**config.mk**
```make
export PLATFORM = sky130hd
export DESIGN_NAME = adc_link_top
export DESIGN_NICKNAME = d
export VERILOG_FILES = /design/src/hdl/adc_link_pkg.sv /design/src/hdl/adc_frame_if.sv /design/src/hdl/conv_timer.sv /design/src/hdl/lane_deserializer.sv /design/src/hdl/adc_link_top.sv
export VERILOG_INCLUDE_DIRS = /design/src /design/src/hdl
export SDC_FILE = /design/constraint.sdc
export NUM_CORES = 1
export LEC_CHECK = 0
export BUFFER_PORTS_ARGS = -buffer_cell sky130_fd_sc_hd__buf_2
export CAP_MARGIN = 20
export CORE_ASPECT_RATIO = 1.2
export CORE_MARGIN = 4
export CORE_UTILIZATION = 45
export DETAILED_ROUTE_END_ITERATION = 10
export PLACE_DENSITY = 0.66
export SLEW_MARGIN = 20
export SYNTH_ARGS = -nofsm -noshare
export SYNTH_HDL_FRONTEND = slang
export SYNTH_HIERARCHICAL = 1
export SYNTH_SLANG_ARGS = --single-unit
```
**constraint.sdc**
```tcl
create_clock -name ref_clk -period 2.95 [get_ports ref_clk]
set_clock_uncertainty 0.2 [all_clocks]
set_input_delay 0.4425 -clock ref_clk [delete_from_list [all_inputs] [get_ports ref_clk]]
set_output_delay 0.4425 -clock ref_clk [all_outputs]
set_load 0.02 [all_outputs]
```
**src/hdl/adc_link_macros.svh**
```systemverilog
// ----------------------------------------------------------------------
// sample resolution and conversion timing constants for the ADC
// capture link
// ----------------------------------------------------------------------

`ifndef ADC_LINK_MACROS_SVH
`define ADC_LINK_MACROS_SVH

// bits per converted sample, shifted out MSB first
`define ADC_RESOLUTION 18

// ref_clk cycles from one convert pulse to the next
// must stay at or above CONV_WAIT + ADC_RESOLUTION + 2 so that a
// one-lane frame closes its gate before the next convert pulse
`define CONV_PERIOD 24

// cycles the converter needs after cnv before its data can be clocked out
`define CONV_WAIT 4

`endif

```
**src/hdl/adc_link_pkg.sv**
```systemverilog
// ----------------------------------------------------------------------
// shared types for the ADC capture link: sample word and lane mode
// ----------------------------------------------------------------------

`default_nettype none

`include "adc_link_macros.svh"

package adc_link_pkg;

  // one converted sample as it leaves the deserializer
  typedef logic [`ADC_RESOLUTION-1:0] sample_t;

  // lane mode of a frame
  // in two-lane mode da carries the odd-weight bits from the top and
  // db the ones just below, so the word arrives in half the cycles
  typedef enum logic {
    LANE_ONE = 1'b0,
    LANE_TWO = 1'b1
  } lane_mode_e;

endpackage

`default_nettype wire

```
**src/hdl/adc_frame_if.sv**
```systemverilog
// ----------------------------------------------------------------------
// frame control bundle between the conversion timer and the
// lane deserializer
// ----------------------------------------------------------------------

`timescale 1ns/1ns
`default_nettype none

interface adc_frame_if;

  import adc_link_pkg::*;

  // one-cycle pulse, coincides with cnv at the ADC pins
  logic       frame_start;

  // high for every cycle the ADC clock is let through
  logic       gate;

  // lane mode latched at frame_start, held for the whole frame
  lane_mode_e frame_mode;

  // high during the final gate cycle of the frame
  logic       last_bit;

  // the timer owns every frame signal
  modport timer (
    output frame_start,
    output gate,
    output frame_mode,
    output last_bit
  );

  // the deserializer only follows the frame
  modport deser (
    input  frame_start,
    input  gate,
    input  frame_mode,
    input  last_bit
  );

endinterface

`default_nettype wire

```
**src/hdl/conv_timer.sv**
```systemverilog
// ----------------------------------------------------------------------
// conversion timer: period counter, convert pulse, clock gate window
// and frame markers for the deserializer
// ----------------------------------------------------------------------

`timescale 1ns/1ns
`default_nettype none

`include "adc_link_macros.svh"

module conv_timer (
  input  logic       ref_clk,
  input  logic       rst,
  input  logic       enable,
  input  logic       two_lanes,
  output logic       cnv,
  output logic       clk_gate,
  adc_frame_if.timer frame
);

  import adc_link_pkg::*;

  // counter wide enough to reach the last cycle of the period
  localparam int CNT_W = $clog2(`CONV_PERIOD);

  // count values that mark the frame, with cnv at count zero
  localparam logic [CNT_W-1:0] PERIOD_END = CNT_W'(`CONV_PERIOD - 1);
  localparam logic [CNT_W-1:0] GATE_FIRST = CNT_W'(`CONV_WAIT + 1);
  localparam logic [CNT_W-1:0] LAST_ONE   = CNT_W'(`CONV_WAIT + `ADC_RESOLUTION);
  localparam logic [CNT_W-1:0] LAST_TWO   = CNT_W'(`CONV_WAIT + `ADC_RESOLUTION / 2);

  logic [CNT_W-1:0] cnt;
  logic [CNT_W-1:0] cnt_next;
  logic             busy;
  logic             busy_next;
  logic             start;
  lane_mode_e       mode_q;
  lane_mode_e       mode_next;
  logic [CNT_W-1:0] last_cnt;
  logic             last_bit_q;

  // ---------------------------------------------------------------------
  // next-state decode
  // ---------------------------------------------------------------------

  always_comb begin
    // a new frame starts from idle or right at the end of a period, but
    // only while enable is high, so a running frame always completes
    start = enable && (!busy || (cnt == PERIOD_END));

    if (start) begin
      cnt_next = '0;
    end else if (busy && (cnt != PERIOD_END)) begin
      cnt_next = cnt + 1'b1;
    end else begin
      // idle holds the counter where it is
      cnt_next = cnt;
    end

    if (start) begin
      busy_next = 1'b1;
    end else if (cnt == PERIOD_END) begin
      busy_next = 1'b0;
    end else begin
      busy_next = busy;
    end

    // two_lanes is only looked at when a convert pulse is issued
    if (start) begin
      mode_next = two_lanes ? LANE_TWO : LANE_ONE;
    end else begin
      mode_next = mode_q;
    end

    // the gate length follows the latched mode, never the live input
    last_cnt = (mode_next == LANE_TWO) ? LAST_TWO : LAST_ONE;
  end

  // ---------------------------------------------------------------------
  // registered outputs
  // ---------------------------------------------------------------------

  always_ff @(posedge ref_clk) begin
    if (rst) begin
      cnt        <= '0;
      busy       <= 1'b0;
      mode_q     <= LANE_ONE;
      cnv        <= 1'b0;
      clk_gate   <= 1'b0;
      last_bit_q <= 1'b0;
    end else begin
      cnt        <= cnt_next;
      busy       <= busy_next;
      mode_q     <= mode_next;
      cnv        <= start;
      // gate window runs from CONV_WAIT+1 through the last bit count
      clk_gate   <= busy_next && (cnt_next >= GATE_FIRST) && (cnt_next <= last_cnt);
      last_bit_q <= busy_next && (cnt_next == last_cnt);
    end
  end

  // frame markers are the same registers that drive the pins
  assign frame.frame_start = cnv;
  assign frame.gate        = clk_gate;
  assign frame.frame_mode  = mode_q;
  assign frame.last_bit    = last_bit_q;

endmodule

`default_nettype wire

```
**src/hdl/lane_deserializer.sv**
```systemverilog
// ----------------------------------------------------------------------
// lane deserializer: one- or two-lane shift assembly, output register
// with valid strobe, sticky overflow flag
// ----------------------------------------------------------------------

`timescale 1ns/1ns
`default_nettype none

`include "adc_link_macros.svh"

module lane_deserializer (
  input  logic              ref_clk,
  input  logic              rst,
  input  logic              da,
  input  logic              db,
  input  logic              adc_dovf,
  adc_frame_if.deser        frame,
  output logic              adc_valid,
  output adc_link_pkg::sample_t adc_data,
  output logic              overflow
);

  import adc_link_pkg::*;

  localparam int RES = `ADC_RESOLUTION;

  // frame markers delayed by one cycle
  logic    gate_d;
  logic    last_d;

  // word under assembly and its value after the current shift
  sample_t shift_q;
  sample_t shift_next;

  // ---------------------------------------------------------------------
  // launch edge alignment
  // ---------------------------------------------------------------------

  // the ADC drives a new bit on the edge that ends a gate cycle, so the
  // bit is stable one cycle later, which is where the delayed gate sits
  always_ff @(posedge ref_clk) begin
    if (rst) begin
      gate_d <= 1'b0;
      last_d <= 1'b0;
    end else begin
      gate_d <= frame.gate;
      last_d <= frame.last_bit;
    end
  end

  // ---------------------------------------------------------------------
  // shift assembly
  // ---------------------------------------------------------------------

  // bits come in MSB first, new bits enter at the bottom
  // in two-lane mode da holds the heavier bit of each pair
  always_comb begin
    if (frame.frame_mode == LANE_TWO) begin
      shift_next = {shift_q[RES-3:0], da, db};
    end else begin
      shift_next = {shift_q[RES-2:0], da};
    end
  end

  always_ff @(posedge ref_clk) begin
    if (gate_d) begin
      shift_q <= shift_next;
    end else if (frame.frame_start) begin
      // each frame starts from a clean word
      // a cut-short frame then cannot leak old bits into the next one
      shift_q <= '0;
    end
  end

  // ---------------------------------------------------------------------
  // output register, valid strobe and overflow
  // ---------------------------------------------------------------------

  // the final bit is taken straight from the shift input so the word is
  // complete in the same edge, valid follows 2 cycles after the last gate
  // the output register holds while the next frame is being shifted
  always_ff @(posedge ref_clk) begin
    if (rst) begin
      adc_valid <= 1'b0;
      adc_data  <= '0;
      overflow  <= 1'b0;
    end else begin
      adc_valid <= last_d;
      if (last_d) begin
        adc_data <= shift_next;
      end
      // sticky until reset, set by any sample delivered during overflow
      if (adc_valid && adc_dovf) begin
        overflow <= 1'b1;
      end
    end
  end

endmodule

`default_nettype wire

```
**src/hdl/adc_link_top.sv**
```systemverilog
// ----------------------------------------------------------------------
// top level of the ADC capture link: conversion timer, frame bundle
// and lane deserializer
// ----------------------------------------------------------------------

`timescale 1ns/1ns
`default_nettype none

module adc_link_top (
  input  logic                  ref_clk,
  input  logic                  rst,

  // run control and lane mode, mode is taken at each cnv
  input  logic                  enable,
  input  logic                  two_lanes,

  // serial data lanes from the converter
  input  logic                  da,
  input  logic                  db,

  // overflow level reported by the downstream consumer
  input  logic                  adc_dovf,

  // converter control
  output logic                  cnv,
  output logic                  clk_gate,

  // captured samples
  output logic                  adc_valid,
  output adc_link_pkg::sample_t adc_data,
  output logic                  overflow
);

  // frame control from the timer to the deserializer
  adc_frame_if frame_bus ();

  // convert pulse and gate window generation
  conv_timer i_timer (
    .ref_clk   (ref_clk),
    .rst       (rst),
    .enable    (enable),
    .two_lanes (two_lanes),
    .cnv       (cnv),
    .clk_gate  (clk_gate),
    .frame     (frame_bus.timer)
  );

  // sample assembly from the lanes
  lane_deserializer i_deser (
    .ref_clk   (ref_clk),
    .rst       (rst),
    .da        (da),
    .db        (db),
    .adc_dovf  (adc_dovf),
    .frame     (frame_bus.deser),
    .adc_valid (adc_valid),
    .adc_data  (adc_data),
    .overflow  (overflow)
  );

endmodule

`default_nettype wire

```
== After elaboration in Yosys (flattened, before gate mapping) ==
Cells that the tools add are included.

* Bits in registers: 49
* Output and inout port bits: 22

* Add/sub/neg operators: 1
* $lt $le $gt $ge: 2
* Eq/ne operators: 3
* Mux-type cells: 10
* Reduce and logical (&&, ||, !) cells: 9

{| class="wikitable"
|+ Operators by type and width
! operator !! count
|-
| two-way mux 17 bit || 2
|-
| two-way mux 18 bit || 1
|-
| two-way mux 5 bit || 3
|-
| logical AND 1 bit || 6
|-
| adder 5 x 1 -> 5 bit (second input constant) || 1
|-
| equality test 5 bit || 1
|-
| equality test 5 bit (second input constant) || 1
|-
| greater-or-equal comparator 5 x 3 -> 1 bit (second input constant) || 1
|-
| <= comparator 5 bit || 1
|-
| inequality test 5 bit (second input constant) || 1
|-
| two-way mux 1 bit || 4
|-
| nonzero test 2 bit || 1
|-
| zero test 1 bit || 1
|-
| logical OR 1 bit || 1
|}

== Longest topological paths before layout ==
* Word-level depth: 7
* Gate-level depth with buffers: 11
* Depth with buffers taken out: 11

== Modules after synthesis ==
Netlist, hierarchy kept.

{| class="wikitable"
|+ Modules (own cells, without submodules)
! module !! times used !! cells each !! area each (µm²) !! seq. area each (µm²)
|-
| lane_deserializer || 1 || 125 || 1557.7 || 950.9
|-
| conv_timer || 1 || 66 || 570.5 || 200.2
|}

== Least setup slack after synthesis ==
Ideal clock, no wire load.

* Path type: register -> register
* From: register i_timer.cnt[0]
* To: register i_timer.clk_gate
* Data arrival time: 2.351 ns
* Slack: 0.296 ns
* Stages on the path, launching flop included: 11
* Clock period less this slack: 2.654 ns
* Cell sequence: dfxtp_1 ha_1 nand2_1 o21ai_1 nand2_1 mux2i_1 inv_1 ha_1 nand2_1 or3_4 a2111oi_2

* Word-level cells in the longest chain between the ends: 7
* Elaborated cells on any way between the ends: 16
* Classes of those cells: add/sub (1); order compare (2); eq/ne (2); mux (6); reduce/logical (5)

{| class="wikitable"
|+ RTL lines
! element !! RTL line !! text
|-
| start, declared || conv_timer.sv:32 || <nowiki>logic [CNT_W-1:0] cnt;</nowiki>
|-
| start signal, assigned || conv_timer.sv:92 || <nowiki>cnt <= cnt_next;</nowiki>
|-
| equality test 5 bit || conv_timer.sv:49 || <nowiki>start = enable && (!busy || (cnt == PERIOD_END));</nowiki>
|-
| logical OR 1 bit || conv_timer.sv:49 ||
|-
| logical AND 1 bit || conv_timer.sv:49 ||
|-
| two-way mux 1 bit || conv_timer.sv:69 || <nowiki>if (start) begin</nowiki>
|-
| named net i_timer.mode_next || conv_timer.sv:38 || <nowiki>lane_mode_e mode_next;</nowiki>
|-
| two-way mux 5 bit || conv_timer.sv:76 || <nowiki>last_cnt = (mode_next == LANE_TWO) ? LAST_TWO : LAST_ONE;</nowiki>
|-
| <= comparator 5 bit || conv_timer.sv:97 || <nowiki>clk_gate <= busy_next && (cnt_next >= GATE_FIRST) && (cnt_next <= last_cnt);</nowiki>
|-
| logical AND 1 bit || conv_timer.sv:97 ||
|-
| end signal, assigned || conv_timer.sv:97 ||
|-
| end, declared || conv_timer.sv:17 || <nowiki>output logic clk_gate,</nowiki>
|}

The timed path passes the listed nets, and every way through them passes these cells.
A chain may end at the register's enable or synchronous reset.

== Worst setup path after layout ==
* From: register i_timer.cnt[1]
* To: register i_timer.clk_gate

The elaborated chain is that of the path after synthesis.

==> results summary <==
The run finished with clean final reports. The minimum period implied by the final worst setup slack came out at approximately 2.7 ns. The number of synthesis warnings came out at 6. The ratio of routed vias to standard cells is between 5 and 6. The antenna diode instance count came out at 0. The library cell used as clock root buffer is sky130_fd_sc_hd__clkbuf_8. Buffers placed on the I/O ports in this run total 28. The remaining antenna violation count after routing came out at 0. The signal on the critical path passes through ha_1, nand2_1, o21ai_4, nand2_1, mux2i_2, inv_1, ha_1, nand2_1, or3_4, a2111oi_2. The initial antenna violation count is 0. The via count of the first global-routing pass is 1428. The proportion of synthesized chip area in sequential cells came out at 0.5409.

The leakage power came out at between 0.9 and 1 nW. The headroom to the max-slew limit came out at 0.6106. The routed layout has ~1500 vias. The synthesized netlist contains 38 unique library cells. The required time reported for the critical path endpoint came out at 2.95 ns. For this block, the routed nets add up to 3683 µm of wire.

STA classifies the critical path endpoint as a flop. In this run the mean area of a mapped cell was approximately 11 µm². The power density relative to cell area is 501.1 nW/µm². The die extent in y came out at 83.34 µm. Entering global routing, the biggest net connects 38 pins. The depth of the critical timing path with buffers and inverters included came out at 10. The overall routing resource usage is 0.1313. After synthesis the netlist holds a flip-flop and latch count of 49.

The critical path startpoint category is a flop. The number of instances in the synthesized netlist is 191. For the pin with the worst max-slew slack, the measured transition is 0.5842 ns. The share of the cycle needed by the critical path after routing came out at 0.9151.

The clock passes through at most 2 buffers. Of all nets on the critical path, the largest fanout is 7. In the final routed layout, each cell accounts on average for between 10 and 15 µm. The largest single stage delay on the critical path is 0.38 ns. In this run, synthesis inferred 17 flip-flops with an integrated enable.

The net count reported at finish came out at roughly 230. The final design utilization is 0.5199. The layout cell share with drive strength beyond 1 is 0.2535. The cell type contributing the most total cell area after synthesis is sky130_fd_sc_hd__dfxtp_1.

The cell area that synthesis handed to floorplanning was 2128 µm². The global-route wire length before repair is 6272 µm. The number of cell rows came out at 27. The highest attainable clock frequency came out at 370.4 MHz.

The number of hold violations in the final report is 0. The worst register-to-register path has a depth of 10. The worst setup path is of the flop to flop kind. The register clock-pin slew on the reported worst setup and hold paths is 0.09 ns.

The starting density of the core came out at 0.4632. After floorplanning, the core was sized to cover 4594 µm². The number of max-slew violations in the final report is 0. The worst-path cell with the longest stage delay is sky130_fd_sc_hd__dfxtp_1.

The sum of buffers and inverters on the critical path came out at 1. The congestion estimate from routability-driven global placement came to 0.8133. In this run the number of H-tree levels came out at 2. The clock drives 49 sinks.

The number of ports placed on the die boundary came out at 29. In the synthesized netlist the dominant register cell turns out to be sky130_fd_sc_hd__dfxtp_1. The clock network latency to the later pin of the worst-skew pair is 0.30 ns. The worst-case vdd ir drop came out at 0.3635 mV. The async set-or-reset flop fraction in the synthesized netlist came out at 0.

The first-pass iteration count of the detailed router came out at 4. The area share of the largest cell type after synthesis is 0.3010. Buffers added to address setup during post-CTS repair amount to 0.

The worst hold path was traced through 3 stages. The horizontal die dimension is 70.78 µm. Detailed placement finished with a half-perimeter wire length of 2550 µm.

The top cell types in the final layout, fill and taps aside, are sky130_fd_sc_hd__dfxtp_1 (31), sky130_fd_sc_hd__buf_2 (28), sky130_fd_sc_hd__nor2_1 (27). By area the synthesized netlist is led by sky130_fd_sc_hd__dfxtp_1 (30%), sky130_fd_sc_hd__edfxtp_1 (24%), sky130_fd_sc_hd__mux2i_1 (8.9%), sky130_fd_sc_hd__a211oi_1 (6.3%), sky130_fd_sc_hd__nor2_1 (4.8%). The die covers between 5000 and 6000 µm². Leaving out fill and tap cells, the most frequent cell in the layout is sky130_fd_sc_hd__dfxtp_1. Setup repair after global routing left no endpoint under its margin. The number of buffers inserted during clock tree synthesis came out at 5. The max-capacitance violation count is 0. The synthesis-to-layout area growth is 12.23%. After the first detailed-routing iteration, the DRC count stood at 56. The cell that appears most often on the critical path is sky130_fd_sc_hd__nand2_1. The worst path arrival time came out at 2.70 ns.

The number of hold buffers added after CTS is 0. TritonCTS built the clock tree. The number of nets in the synthesized netlist came out at roughly 200. The kind of cell with the highest combined delay along the critical path is simple AND/OR/NAND/NOR gates. The number of remaining DRC errors came out at 0. In this run the worst hold path is classified as input pin to flop. The accumulated negative setup slack is 0 ns. The sum of overflow across all layers after global routing is 0. The final number of setup-violating endpoints is 0.
## where the power goes
part	switching, mW	internal, mW	total [mW]
combinational	0.0455	0.0282	0.0737
sequential	0.00815	0.707	0.715
clock	0.218	0.190	0.408
total	0.271	0.926	1.20
## stage by stage
step | setup slack (ns) | cells | cell area [µm²] | hold slack [ns] | power (mW)
2_1_floorplan | 0.2961 | 191 | 2128 | 0.2138 | 0.7878
3_3_place_gp | 0.1376 | 267 | 2276 | 0.2179 | 0.8021
3_5_place_dp | 0.08047 | 267 | 2276 | 0.2505 | 0.8031
4_1_cts | 0.07547 | 275 | 2372 | 0.1658 | 1.212
5_1_grt | 0.005898 | 275 | 2389 | 0.1906 | 1.254
6_report | 0.2504 | 275 | 2389 | 0.1724 | 1.197
## final timing paths
check	from	slack, ns	endpoint
hold / removal	adc_dovf	0.17	i_deser/overflow
hold reg to reg	i_timer/frame.last_bit	0.26	i_deser/last_d
setup / recovery	i_timer/cnt[1]	0.25	i_timer/clk_gate
setup reg to reg	i_timer/cnt[1]	0.25	i_timer/clk_gate
## final cells by class
class / instances / area, µm²
repair buffers: 30 / 155.1
well taps: 58 / 72.57
inverters: 6 / 22.52
multi-input cells: 124 / 889.6
clock inverters: 2 / 13.76
fillers: 444 / 2206
clock buffers: 6 / 82.58
flip-flops and latches: 49 / 1152
## routing by layer
metal	wire length [µm]	GRT usage
met1	1645	0.1505
met2	1853	0.2321
met3	152	0.03753
met4	32	0.04103
met5	0	0
## tightest hold or removal path, delay by kind of cell
family	cells	cell delay, ns
AND/OR/NAND/NOR	1	0.07
buffers and inverters	1	0.08
AO/OA/AOI/OAI	1	0.05
## Yosys cell counts (2+ instances only)
| master | number |
|---|---|
| sky130_fd_sc_hd__buf_4 | 2 |
| sky130_fd_sc_hd__nor2b_1 | 14 |
| sky130_fd_sc_hd__nor2_1 | 27 |
| sky130_fd_sc_hd__o21ai_0 | 2 |
| sky130_fd_sc_hd__edfxtp_1 | 17 |
| sky130_fd_sc_hd__nand2_1 | 5 |
| sky130_fd_sc_hd__a211oi_1 | 18 |
| sky130_fd_sc_hd__a21oi_1 | 5 |
| sky130_fd_sc_hd__dfxtp_1 | 32 |
| sky130_fd_sc_hd__mux2i_1 | 19 |
| sky130_fd_sc_hd__inv_1 | 6 |
| sky130_fd_sc_hd__clkbuf_1 | 4 |
| sky130_fd_sc_hd__buf_2 | 3 |
| sky130_fd_sc_hd__and2b_2 | 9 |
| sky130_fd_sc_hd__ha_1 | 5 |
## state kept, by name, summed over array words and instances (netlist names)
signal,flops
i_deser/adc_data,18
i_timer/frame.last_bit,1
i_timer/cnv,1
i_timer/busy,1
i_deser/last_d,1
i_timer/clk_gate,1
i_timer/cnt,5
i_deser/shift_q,17
i_timer/frame.frame_mode,1
i_deser/gate_d,1
i_deser/overflow,1
i_deser/adc_valid,1
## cells by family after synthesis
family,count (synthesis),share of synthesized area
compound gates,35,0.1217
flops,49,0.5409
xor+xnor,1,0.004116
buf+inv,18,0.04820
fa+ha+maj,5,0.02939
mux,19,0.08936
simple gates,64,0.1664
## what timing repair did
action                                 in CTS  in global routing
gates resized for setup                     0                  4
setup endpoints to repair                   0                  2
endpoints found under the hold margin       0                  0
Power figures use the tool's default switching activity.
